$ cat src/erx_cfg_pkg.sv
//##############################
// receive side configuration
// queue sizing, pushback level and the
// deserializer frame phase
//##############################
package erx_cfg_pkg;

   localparam int QDEPTH     = 8;  // entries per class
   localparam int QAW        = 3;  // log2 of QDEPTH
   localparam int WAIT_LEVEL = 4;  // leaves room for packets in flight

   // position of the word pointer within a frame
   typedef enum logic [1:0] {
      PH_IDLE  = 2'd0,   // no frame
      PH_HEAD  = 2'd1,   // first packet of frame
      PH_BURST = 2'd2    // frame open past a full sample
   } deser_phase_t;

endpackage

$ cat src/erx_link_pkg.sv
//##############################
// link packet layout for the receive path
// word, sample and packet widths, field offsets
// and the datamode encoding, shared by rtl and testbench
//##############################
package erx_link_pkg;

   //##############################
   // widths
   //##############################
   localparam int LW    = 16;       // link word, two bytes per lclk
   localparam int NSLOT = 7;        // words per full sample
   localparam int SW    = NSLOT*LW; // 112 bit sample
   localparam int PW    = 104;      // emesh style packet
   localparam int AW    = 32;       // addr and data fields

   //##############################
   // packet field positions
   //##############################
   localparam int ACC_BIT  = 0;
   localparam int WR_BIT   = 1;
   localparam int DM_LSB   = 2;     // 2 bits
   localparam int CM_LSB   = 4;     // 4 bits
   localparam int DST_LSB  = 8;
   localparam int DATA_LSB = 40;
   localparam int SRC_LSB  = 72;

   // burst restarts at the data slot
   localparam int BURST_SLOT = 3;
   localparam logic [NSLOT-1:0] PTR_FIRST = 1;
   localparam logic [NSLOT-1:0] PTR_BURST = PTR_FIRST << BURST_SLOT;

   // transfer size
   typedef enum logic [1:0] {
      DM_BYTE   = 2'd0,
      DM_HALF   = 2'd1,
      DM_WORD   = 2'd2,
      DM_DOUBLE = 2'd3
   } datamode_t;

endpackage

$ cat src/erx_core.sv
`timescale 1ns/10ps
//##############################
// receive link top level
// sampled link words in, packets out to the local
// consumer, rd/wr pushback back to the transmitter
//##############################
module erx_core (
   input  logic                              rx_lclk,
   input  logic                              erx_io_nreset,
   input  logic                              link_frame,
   input  logic [erx_link_pkg::LW-1:0]       link_word,
   input  logic                              rx_wait,
   output logic                              link_wr_wait,
   output logic                              link_rd_wait,
   output logic                              rx_access,
   output logic                              rx_burst,
   output logic [erx_link_pkg::PW-1:0]       rx_packet
);

   logic                          sample_valid;
   logic [erx_link_pkg::SW-1:0]   sample;
   erx_cfg_pkg::deser_phase_t     phase;
   logic                          pkt_valid;
   logic [erx_link_pkg::PW-1:0]   pkt;
   logic                          pkt_burst;

   erx_deser u_deser (
      .rx_lclk       (rx_lclk),
      .erx_io_nreset (erx_io_nreset),
      .link_frame    (link_frame),
      .link_word     (link_word),
      .sample_valid  (sample_valid),
      .sample        (sample),
      .phase         (phase)
   );

   erx_decode u_decode (
      .rx_lclk       (rx_lclk),
      .erx_io_nreset (erx_io_nreset),
      .sample_valid  (sample_valid),
      .sample        (sample),
      .phase         (phase),
      .pkt_valid     (pkt_valid),
      .pkt           (pkt),
      .pkt_burst     (pkt_burst)
   );

   erx_dispatch u_dispatch (
      .rx_lclk       (rx_lclk),
      .erx_io_nreset (erx_io_nreset),
      .pkt_valid     (pkt_valid),
      .pkt           (pkt),
      .pkt_burst     (pkt_burst),
      .rx_wait       (rx_wait),
      .link_wr_wait  (link_wr_wait),
      .link_rd_wait  (link_rd_wait),
      .rx_access     (rx_access),
      .rx_burst      (rx_burst),
      .rx_packet     (rx_packet)
   );

endmodule

$ cat src/erx_decode.sv
`timescale 1ns/10ps
//##############################
// sample to packet reorder
// maps a completed 112 bit sample onto the 104 bit
// packet fields one cycle after sample_valid and
// flags every packet of a frame after the first
//##############################
module erx_decode (
   input  logic                              rx_lclk,
   input  logic                              erx_io_nreset,
   input  logic                              sample_valid,
   input  logic [erx_link_pkg::SW-1:0]       sample,
   input  erx_cfg_pkg::deser_phase_t         phase,
   output logic                              pkt_valid,
   output logic [erx_link_pkg::PW-1:0]       pkt,
   output logic                              pkt_burst
);

   erx_link_pkg::datamode_t             dm;        // transfer size
   logic [3:0]                          cm;
   logic [erx_link_pkg::AW-1:0]         dst;
   logic [erx_link_pkg::AW-1:0]         data;
   logic [erx_link_pkg::AW-1:0]         src;
   logic                                burst_detect;

   //##############################
   // field extraction
   //##############################
   assign dm   = erx_link_pkg::datamode_t'(sample[43:42]);
   assign cm   = sample[15:12];

   // byte swapped on the wire
   assign dst  = {sample[11:8],
                  sample[23:16],
                  sample[31:24],
                  sample[39:32],
                  sample[47:44]};
   assign data = {sample[55:48],
                  sample[63:56],
                  sample[71:64],
                  sample[79:72]};
   assign src  = {sample[87:80],
                  sample[95:88],
                  sample[103:96],
                  sample[111:104]};

   //##############################
   // burst detect
   //##############################
   always_ff @(posedge rx_lclk or negedge erx_io_nreset)
   begin
      if (!erx_io_nreset)
         burst_detect <= 1'b0;
      else if (sample_valid && (phase == erx_cfg_pkg::PH_BURST))
         burst_detect <= 1'b1;               // frame stays high
      else if (phase == erx_cfg_pkg::PH_IDLE)
         burst_detect <= 1'b0;               // frame end
   end

   always_ff @(posedge rx_lclk or negedge erx_io_nreset)
   begin
      if (!erx_io_nreset)
         pkt_valid <= 1'b0;
      else
         pkt_valid <= sample_valid;
   end

   // packet register, burst reads the old flag
   always_ff @(posedge rx_lclk)
   begin
      if (sample_valid)
      begin
         pkt_burst                                          <= burst_detect;
         pkt[erx_link_pkg::ACC_BIT]                         <= sample[40];
         pkt[erx_link_pkg::WR_BIT]                          <= sample[41];
         pkt[erx_link_pkg::DM_LSB +: 2]                     <= dm;
         pkt[erx_link_pkg::CM_LSB +: 4]                     <= cm;
         pkt[erx_link_pkg::DST_LSB +: erx_link_pkg::AW]     <= dst;
         pkt[erx_link_pkg::DATA_LSB +: erx_link_pkg::AW]    <= data;
         pkt[erx_link_pkg::SRC_LSB +: erx_link_pkg::AW]     <= src;
      end
   end

endmodule

$ cat src/erx_deser.sv
`timescale 1ns/10ps
//##############################
// link word deserializer
// registers the sampled link words and frame flag,
// walks a one-hot slot pointer and builds 112 bit
// samples, pulses sample_valid when one is complete
//##############################
module erx_deser (
   input  logic                              rx_lclk,
   input  logic                              erx_io_nreset,
   input  logic                              link_frame,
   input  logic [erx_link_pkg::LW-1:0]       link_word,
   output logic                              sample_valid,
   output logic [erx_link_pkg::SW-1:0]       sample,
   output erx_cfg_pkg::deser_phase_t         phase
);

   logic                                rx_frame;    // registered frame
   logic [erx_link_pkg::LW-1:0]         rx_word;     // registered word
   logic [erx_link_pkg::NSLOT-1:0]      rx_pointer;  // one-hot slot
   erx_cfg_pkg::deser_phase_t           ph_q;

   //##############################
   // input registers
   //##############################
   always_ff @(posedge rx_lclk or negedge erx_io_nreset)
   begin
      if (!erx_io_nreset)
         rx_frame <= 1'b0;
      else
         rx_frame <= link_frame;
   end

   always_ff @(posedge rx_lclk)
      rx_word <= link_word;

   //##############################
   // slot pointer
   //##############################
   always_ff @(posedge rx_lclk or negedge erx_io_nreset)
   begin
      if (!erx_io_nreset)
         rx_pointer <= '0;
      else if (!rx_frame)
         rx_pointer <= erx_link_pkg::PTR_FIRST;   // wait for new frame
      else if (rx_pointer[erx_link_pkg::NSLOT-1])
         rx_pointer <= erx_link_pkg::PTR_BURST;   // anticipate burst
      else
         rx_pointer <= {rx_pointer[erx_link_pkg::NSLOT-2:0], 1'b0};
   end

   // each slot loads its own slice
   always_ff @(posedge rx_lclk)
   begin
      for (int i = 0; i < erx_link_pkg::NSLOT; i++)
      begin
         if (rx_pointer[i])
            sample[i*erx_link_pkg::LW +: erx_link_pkg::LW] <= rx_word;
      end
   end

   //##############################
   // sample done and frame phase
   //##############################
   always_ff @(posedge rx_lclk or negedge erx_io_nreset)
   begin
      if (!erx_io_nreset)
      begin
         sample_valid <= 1'b0;
         ph_q         <= erx_cfg_pkg::PH_IDLE;
      end
      else
      begin
         // last slot written this edge
         sample_valid <= rx_pointer[erx_link_pkg::NSLOT-1] & rx_frame;
         if (!rx_frame)
            ph_q <= erx_cfg_pkg::PH_IDLE;
         else if (rx_pointer[erx_link_pkg::NSLOT-1])
            ph_q <= erx_cfg_pkg::PH_BURST;        // sample done, frame on
         else if (ph_q == erx_cfg_pkg::PH_IDLE)
            ph_q <= erx_cfg_pkg::PH_HEAD;
      end
   end

   // frame drop shows up at once
   assign phase = rx_frame ? ph_q : erx_cfg_pkg::PH_IDLE;

endmodule

$ cat src/erx_dispatch.sv
`timescale 1ns/10ps
//##############################
// class steering and output stage
// writes and reads go to their own queue, each queue
// drives its link pushback pin, a round-robin pick
// feeds the registered consumer interface
//##############################
module erx_dispatch (
   input  logic                              rx_lclk,
   input  logic                              erx_io_nreset,
   input  logic                              pkt_valid,
   input  logic [erx_link_pkg::PW-1:0]       pkt,
   input  logic                              pkt_burst,
   input  logic                              rx_wait,
   output logic                              link_wr_wait,
   output logic                              link_rd_wait,
   output logic                              rx_access,
   output logic                              rx_burst,
   output logic [erx_link_pkg::PW-1:0]       rx_packet
);

   logic                          wr_push;
   logic                          rd_push;
   logic [erx_link_pkg::PW-1:0]   wr_head;
   logic [erx_link_pkg::PW-1:0]   rd_head;
   logic                          wr_head_burst;
   logic                          rd_head_burst;
   logic [erx_cfg_pkg::QAW:0]     wr_count;
   logic [erx_cfg_pkg::QAW:0]     rd_count;
   logic                          wr_empty;
   logic                          rd_empty;
   logic                          out_free;   // stage empty or taken
   logic                          pick_wr;
   logic                          pick_rd;
   logic                          rr_rd;      // read queue has priority

   //##############################
   // steering and pushback
   //##############################
   assign wr_push = pkt_valid &  pkt[erx_link_pkg::WR_BIT];
   assign rd_push = pkt_valid & ~pkt[erx_link_pkg::WR_BIT];

   assign link_wr_wait = (wr_count >= erx_cfg_pkg::WAIT_LEVEL);
   assign link_rd_wait = (rd_count >= erx_cfg_pkg::WAIT_LEVEL);

   erx_queue q_wr (
      .rx_lclk       (rx_lclk),
      .erx_io_nreset (erx_io_nreset),
      .push          (wr_push),
      .push_pkt      (pkt),
      .push_burst    (pkt_burst),
      .pop           (pick_wr),
      .head_pkt      (wr_head),
      .head_burst    (wr_head_burst),
      .count         (wr_count),
      .empty         (wr_empty)
   );

   erx_queue q_rd (
      .rx_lclk       (rx_lclk),
      .erx_io_nreset (erx_io_nreset),
      .push          (rd_push),
      .push_pkt      (pkt),
      .push_burst    (pkt_burst),
      .pop           (pick_rd),
      .head_pkt      (rd_head),
      .head_burst    (rd_head_burst),
      .count         (rd_count),
      .empty         (rd_empty)
   );

   //##############################
   // round-robin pick
   //##############################
   assign out_free = !rx_access | !rx_wait;
   assign pick_wr  = out_free & !wr_empty & (!rr_rd | rd_empty);
   assign pick_rd  = out_free & !rd_empty & !pick_wr;

   always_ff @(posedge rx_lclk or negedge erx_io_nreset)
   begin
      if (!erx_io_nreset)
      begin
         rx_access <= 1'b0;
         rr_rd     <= 1'b0;
      end
      else
      begin
         if (pick_wr | pick_rd)
            rx_access <= 1'b1;
         else if (out_free)
            rx_access <= 1'b0;   // taken, nothing new
         if (pick_wr)
            rr_rd <= 1'b1;       // reads next
         else if (pick_rd)
            rr_rd <= 1'b0;
      end
   end

   // output register holds while rx_wait
   always_ff @(posedge rx_lclk)
   begin
      if (pick_wr)
      begin
         rx_packet <= wr_head;
         rx_burst  <= wr_head_burst;
      end
      else if (pick_rd)
      begin
         rx_packet <= rd_head;
         rx_burst  <= rd_head_burst;
      end
   end

endmodule

$ cat src/erx_queue.sv
`timescale 1ns/10ps
//##############################
// packet FIFO for one class
// circular buffer with fill count, combinational head,
// push and pop allowed in the same cycle
//##############################
module erx_queue (
   input  logic                              rx_lclk,
   input  logic                              erx_io_nreset,
   input  logic                              push,
   input  logic [erx_link_pkg::PW-1:0]       push_pkt,
   input  logic                              push_burst,
   input  logic                              pop,
   output logic [erx_link_pkg::PW-1:0]       head_pkt,
   output logic                              head_burst,
   output logic [erx_cfg_pkg::QAW:0]         count,
   output logic                              empty
);

   logic [erx_link_pkg::PW-1:0]   mem_pkt   [erx_cfg_pkg::QDEPTH];
   logic                          mem_burst [erx_cfg_pkg::QDEPTH];
   logic [erx_cfg_pkg::QAW-1:0]   wr_ptr;
   logic [erx_cfg_pkg::QAW-1:0]   rd_ptr;
   logic                          full;
   logic                          do_push;
   logic                          do_pop;

   assign empty   = (count == '0);
   assign full    = (count == erx_cfg_pkg::QDEPTH);
   assign do_pop  = pop & !empty;
   assign do_push = push & (!full | do_pop);   // full drops the push

   assign head_pkt   = mem_pkt[rd_ptr];
   assign head_burst = mem_burst[rd_ptr];

   // storage
   always_ff @(posedge rx_lclk)
   begin
      if (do_push)
      begin
         mem_pkt[wr_ptr]   <= push_pkt;
         mem_burst[wr_ptr] <= push_burst;
      end
   end

   //##############################
   // pointers and count
   //##############################
   always_ff @(posedge rx_lclk or negedge erx_io_nreset)
   begin
      if (!erx_io_nreset)
      begin
         wr_ptr <= '0;
         rd_ptr <= '0;
         count  <= '0;
      end
      else
      begin
         if (do_push)
            wr_ptr <= (wr_ptr == erx_cfg_pkg::QDEPTH-1) ? '0 : wr_ptr + 1'b1;
         if (do_pop)
            rd_ptr <= (rd_ptr == erx_cfg_pkg::QDEPTH-1) ? '0 : rd_ptr + 1'b1;
         case ({do_push, do_pop})
            2'b10:   count <= count + 1'b1;
            2'b01:   count <= count - 1'b1;
            default: count <= count;      // none or both
         endcase
      end
   end

endmodule

$ cat config.mk
export PLATFORM = sky130hd
export DESIGN_NAME = erx_core
export DESIGN_NICKNAME = d
export VERILOG_FILES = /design/src/erx_cfg_pkg.sv /design/src/erx_link_pkg.sv /design/src/erx_core.sv /design/src/erx_decode.sv /design/src/erx_deser.sv /design/src/erx_dispatch.sv /design/src/erx_queue.sv
export SDC_FILE = /design/constraint.sdc
export NUM_CORES = 2
export LEC_CHECK = 0
export ABC_CLOCK_PERIOD_IN_PS = 16900
export CAP_MARGIN = 20
export CELL_PAD_IN_SITES_DETAIL_PLACEMENT = 1
export CELL_PAD_IN_SITES_GLOBAL_PLACEMENT = 1
export CORE_MARGIN = 3
export CORE_UTILIZATION = 55
export DETAILED_ROUTE_END_ITERATION = 10
export DONT_BUFFER_PORTS = 1
export HOLD_SLACK_MARGIN = 0.05
export PLACE_DENSITY_LB_ADDON = 0.1
export SLEW_MARGIN = 25
export SYNTH_ARGS = -nofsm -noshare
export SYNTH_HDL_FRONTEND = slang
export SYNTH_HIERARCHICAL = 1
export SYNTH_SLANG_ARGS = --single-unit
$ cat constraint.sdc
create_clock -name rx_lclk -period 16.9 [get_ports rx_lclk]
set_input_delay 3.38 -clock rx_lclk [delete_from_list [all_inputs] [get_ports rx_lclk]]
set_output_delay 3.38 -clock rx_lclk [all_outputs]
set_load 0.05 [all_outputs]
# Word level (Yosys, flattened, before mapping)
# Memory sizes are Yosys's and may differ from the RTL's.
# Index checks and enable logic that the tools add are counted.
# Widths: inputs -> output; s select.
# totals
input_bits	20
ramBits	1680
mem_count	4
register_bits	373
rom_bits	0
word_cells	113
latchBits	0
output_inout_bits	108
# memory_table
name	words	word_bits	read_ports	rd_ports_with_merged_regs	write_ports	line	rtl
u_dispatch.q_rd.mem_pkt	8	104	1	0	1	erx_queue.sv:20	logic [erx_link_pkg::PW-1:0] mem_pkt [erx_cfg_pkg::QDEPTH];
u_dispatch.q_wr.mem_pkt	8	104	1	0	1	erx_queue.sv:20	
u_dispatch.q_rd.mem_burst	8	1	1	0	1	erx_queue.sv:21	logic mem_burst [erx_cfg_pkg::QDEPTH];
u_dispatch.q_wr.mem_burst	8	1	1	0	1	erx_queue.sv:21	
# classes
multipliers	0
n_reduce_logical	18
shift	0
n_div	0
bitwise_logic	17
muxes	26
magnitude_cmp	2
add_sub_neg	8
eq_ne	12
# ops
op	count
$mux 104	2
$pmux 4 s2	2
$mux 7	2
$add 3x1->3 const B	4
$eq 3x3->1 const B	4
$mux 1	12
$mux 3	4
$and 1x1->1	11
$reduce_bool 2->1	5
$add 4x1->4 const B	2
$eq 4x4->1 const B	2
$ge 4x3->1 const B	2
$logic_not 1->1	8
$logic_not 4->1	2
$mux 2	4
$sub 4x1->4 const B	2
$eq 2x2->1 const B	3
$or 1x1->1	5
$eq 2x1->1 const B	2
$logic_not 2->1	2
$ne 3x3->1 const B	1
$logic_and 1x1->1	1
$not 1->1	1

# Longest topological paths before layout
# logic_depth
ltp_word	11
depth_mapped	16
depth_no_buf	13

# Cells and area by module
# The synthesis kept the hierarchy.
# by_module_without_submodules
module	area_per_inst_um2	cells_per_inst	seq_area_each_um2	n_inst
erx_queue	32214.6	1282	25474.4	2
erx_dispatch	4536.9	234	3203.1	1
erx_deser	4053.9	155	3958.8	1
erx_decode	3218.1	109	3203.1	1

# Worst setup path after synthesis
# No wires, ideal clock.
# synth_timing
path_kind	input port to flip-flop
from	input port rx_wait
to	memory u_dispatch.q_rd.mem_burst[0], enable pin
t_arrival_ps	12104
stages	8
path_slack_ps	4099
setup_time_ps	697
path_buffers	2
required_ps	16203
cell_sequence	a221oi_4 -> buf_4 -> buf_4 -> a211oi_1 -> nand2b_1 -> o21ai_2 -> or2_1 -> nor3_1
# synth_between
elab_chain_cells	11
word_cells_on_any_way	12
classes_between	mux (2); bitwise (8); reduce/logical (2)
# synth_lines
item	line	rtl
from (decl)	erx_core.sv:12	input logic rx_wait,
$logic_not 1->1	erx_dispatch.sv:75	assign out_free = !rx_access | !rx_wait;
$or 1x1->1	erx_dispatch.sv:75	
$and 1x1->1 (2 in series)	erx_dispatch.sv:76	assign pick_wr = out_free & !wr_empty & (!rr_rd | rd_empty);
named net u_dispatch.pick_wr	erx_dispatch.sv:33	logic pick_wr;
$logic_not 1->1	erx_dispatch.sv:77	assign pick_rd = out_free & !rd_empty & !pick_wr;
$and 1x1->1	erx_dispatch.sv:77	
named net u_dispatch.pick_rd	erx_dispatch.sv:34	logic pick_rd;
$and 1x1->1	erx_queue.sv:30	assign do_pop = pop & !empty;
$or 1x1->1	erx_queue.sv:31	assign do_push = push & (!full | do_pop);
$and 1x1->1	erx_queue.sv:31	
$mux 1	erx_queue.sv:39	if (do_push)
$mux 1 (not written as such)	erx_queue.sv:42	mem_burst[wr_ptr] <= push_burst;
to (decl)	erx_queue.sv:21	
# The timed path passes the listed nets, and every way through them passes these cells.

# Worst setup path in the final report
# layout_timing
from	input port rx_wait
to	memory u_dispatch/q_rd/mem_pkt[2][38] in the netlist's numbering, enable pin
# layout_between
elab_chain_cells	11
word_cells_on_any_way	12
classes_between	mux (2); bitwise (8); reduce/logical (2)
# layout_lines
item	line	rtl
$logic_not 1->1 *	erx_dispatch.sv:75	
$or 1x1->1 *	erx_dispatch.sv:75	
$and 1x1->1 (2 in series)	erx_dispatch.sv:76	
$logic_not 1->1	erx_dispatch.sv:77	
$and 1x1->1 *	erx_dispatch.sv:77	
named net u_dispatch.pick_rd	erx_dispatch.sv:34	
$and 1x1->1 *	erx_queue.sv:30	
$or 1x1->1 *	erx_queue.sv:31	
$and 1x1->1 *	erx_queue.sv:31	
$mux 1 *	erx_queue.sv:39	
$mux 1 (not written as such) *	erx_queue.sv:41	mem_pkt[wr_ptr] <= push_pkt;
to (decl)	erx_queue.sv:20	
# The timed path passes the listed nets; every way through them passes the cells marked *.

==> impl_metrics.ini <==
[critical_path]
critical_path.top_delay_family = simple AND/OR/NAND/NOR gates
worstSetupPathDepth = 7
worst-path-buf-inv = 1
path_cells = a221oi_4, a211oi_1, nand2b_1, o21ai_2, or2_1, nor2_4, buf_4
cp-start-kind = input port
reg2regPathDepth = 9
r2r-start = u_dispatch/q_wr/count[1]
worstPathArrival_ns = 6.81
criticalPathCategory = input port to register
crit_path_end_kind = register
rr_endpoint = u_dispatch/q_rd/mem_pkt[2][38]
crit_required_ns = 17.31
critPathMaxStageDelay_ns = 0.93
path_max_fanout = 52
rrSetupSlack_ns = 11.78
cp_slowest_cell = buf_4

[sta]
fin_crit_sh = 0.379
rsz0062_at_grt = false
slew_headroom = 0.267
slew_viol_final = 0
max_freq_ghz = 0.156
tightest_slew_ns = 1.10
fin_tns_setup_ns = 0
final_hold_viol_count = 0
finClkSkew_ns = 0.0240
setup_viol_count_final = 0
layout_min_cycle_time_ns = 6.41

[global_route]
grt-ovfl-total = 0
grt_max_degree = 152
grt_usage = 0.245
antenna_found_initial = 14
grt_pass1_wl_microns = 249000
first_global_vias = 35200

[clock_tree]
clock-sinks = 2045
clock_path_buffers = 3
cts_tree = built
clk_pin_slew_ns = 0.06
cts_root_buf = clkbuf_16
numCtsBuffers = 202
clk_latency_ns = 0.80
cts_hold_buf = 0
htree_levels = 4
post_cts_buffers = 0
ctsResizeCount = 0

[synthesis]
syn_area_sq_um = 76000
avgSynthCellArea_sq_um = 24.9
yosysWarnings = 6
synthCells = 3054
synth_nets = 3088

[cells_and_area]
drive_gt1_frac = 0.329
syn2layout_area_growth_pct = 11.2
nets = 3208
stdcell_count = 5126

[hold_path]
hold_start = u_deser/sample[76]
hold_depth = 0
holdPathEnd = u_decode/pkt[44]
hp-class = register to register

[place]
port_buffers = 0
dp.final_hpwl_microns = 83100
gp_congestion = 0.758
dp_cells = 4749

[die]
design.core.area_sq_um = 136000
die_h_microns = 378
dieArea_sq_um = 143000
rows = 135
io_pins = 128
die_w_microns = 378
initial_utilization = 0.558

[route]
dr.pass1.iters = 5
num_vias = 32700
initialDrtViolationCount = 3365
drc_errors = 0
wl_microns = 171000
vias_per_cell = 6.39
post_drt_wl_per_cell_microns = 33.3
ant_nets = 0

[power]
ir_worst_vdd_v = 0.000226
power_density_nw_per_um2 = 161
leakagePower_nw = 26.4

[outcome]
outcome = finished clean

[job]
max-cap-violations = 0
-- routing by layer --
layer  track usage  wire length (microns)
met5             0                      0
met4        0.0581                   3160
met1         0.361                  72200
met2         0.385                  83000
met3        0.0473                  12600
-- area by class of cell --
cell class,count,area (sq um)
sequential,2045,61100
fill,10600,51800
multi-input combinational,866,14100
clock buffer,254,5410
tap,1781,2230
clock inverter,116,1020
timing repair buffer,49,602
inverter,10,37.5
antenna,5,12.5
-- metrics by stage --
stage	cell area [sq um]	total power, mW	hold WS, ns	setup slack, ns	utilization
final	84500	13.6	0.410	10.49	0.620
after global routing	84500	14.1	0.418	10.39	0.620
after CTS	84500	13.8	0.413	10.52	0.620
after detailed placement	78000	9.40	0.405	9.67	0.572
after global placement	78000	9.32	0.401	9.69	0.572
after floorplan	76000	8.70	0.400	4.10	-
-- worst max path at each step --
stage / start / to / slack, ns
global route: rx_wait / u_dispatch/q_rd/mem_pkt[2][35] / 10.39
CTS: rx_wait / u_dispatch/q_rd/mem_pkt[6][35] / 10.52
global placement: rx_wait / u_dispatch/q_rd/mem_pkt[4][37] / 9.69
floorplan: rx_wait / u_dispatch/q_rd/mem_burst[0] / 4.10
detailed placement: rx_wait / u_dispatch/q_rd/mem_pkt[6][38] / 9.67
finish: rx_wait / u_dispatch/q_rd/mem_pkt[2][38] / 10.49
-- power breakdown --
group	internal (mW)	switching (mW)	leakage, nW
Clock	2.51	1.83	3.14
Combinational	1.51	1.27	4.64
Sequential	5.76	0.729	18.6
Total	9.78	3.83	26.4
-- placed cells by master, fill, tap and decap left out, types with 10 or more instances in the layout --
cell       instances
buf_12            14
clkinv_2          38
mux2_1            23
dfxtp_1           10
mux2_2           302
dfrtp_1           26
bufinv_16         17
clkbuf_1          43
buf_4             28
clkbuf_16        208
edfxtp_1        1994
clkinv_1          44
mux4_2           420
nor2_4            12
ha_1              12
-- registers in the layout (all words and copies together) (netlist names) --
name,count
u_decode/burst_detect,1
u_dispatch/q_wr/wr_ptr,3
u_dispatch/q_wr/mem_pkt,832
u_deser/ph_q,2
u_dispatch/rx_burst,1
u_dispatch/rr_rd,1
u_dispatch/rx_packet,104
u_dispatch/q_wr/mem_burst,8
u_dispatch/q_rd/mem_pkt,832
u_dispatch/q_rd/rd_ptr,3
u_decode/pkt,104
u_deser/rx_pointer,7
u_dispatch/q_rd/mem_burst,8
u_decode/pkt_burst,1
u_dispatch/q_rd/wr_ptr,3
u_deser/rx_frame,1
u_deser/rx_word,16
u_deser/sample_valid,1
u_dispatch/q_wr/count,4
u_decode/pkt_valid,1
u_dispatch/q_rd/count,4
u_deser/sample,104
u_dispatch/rx_access,1
u_dispatch/q_wr/rd_ptr,3
No activity file was read; power rests on OpenSTA's default activity.
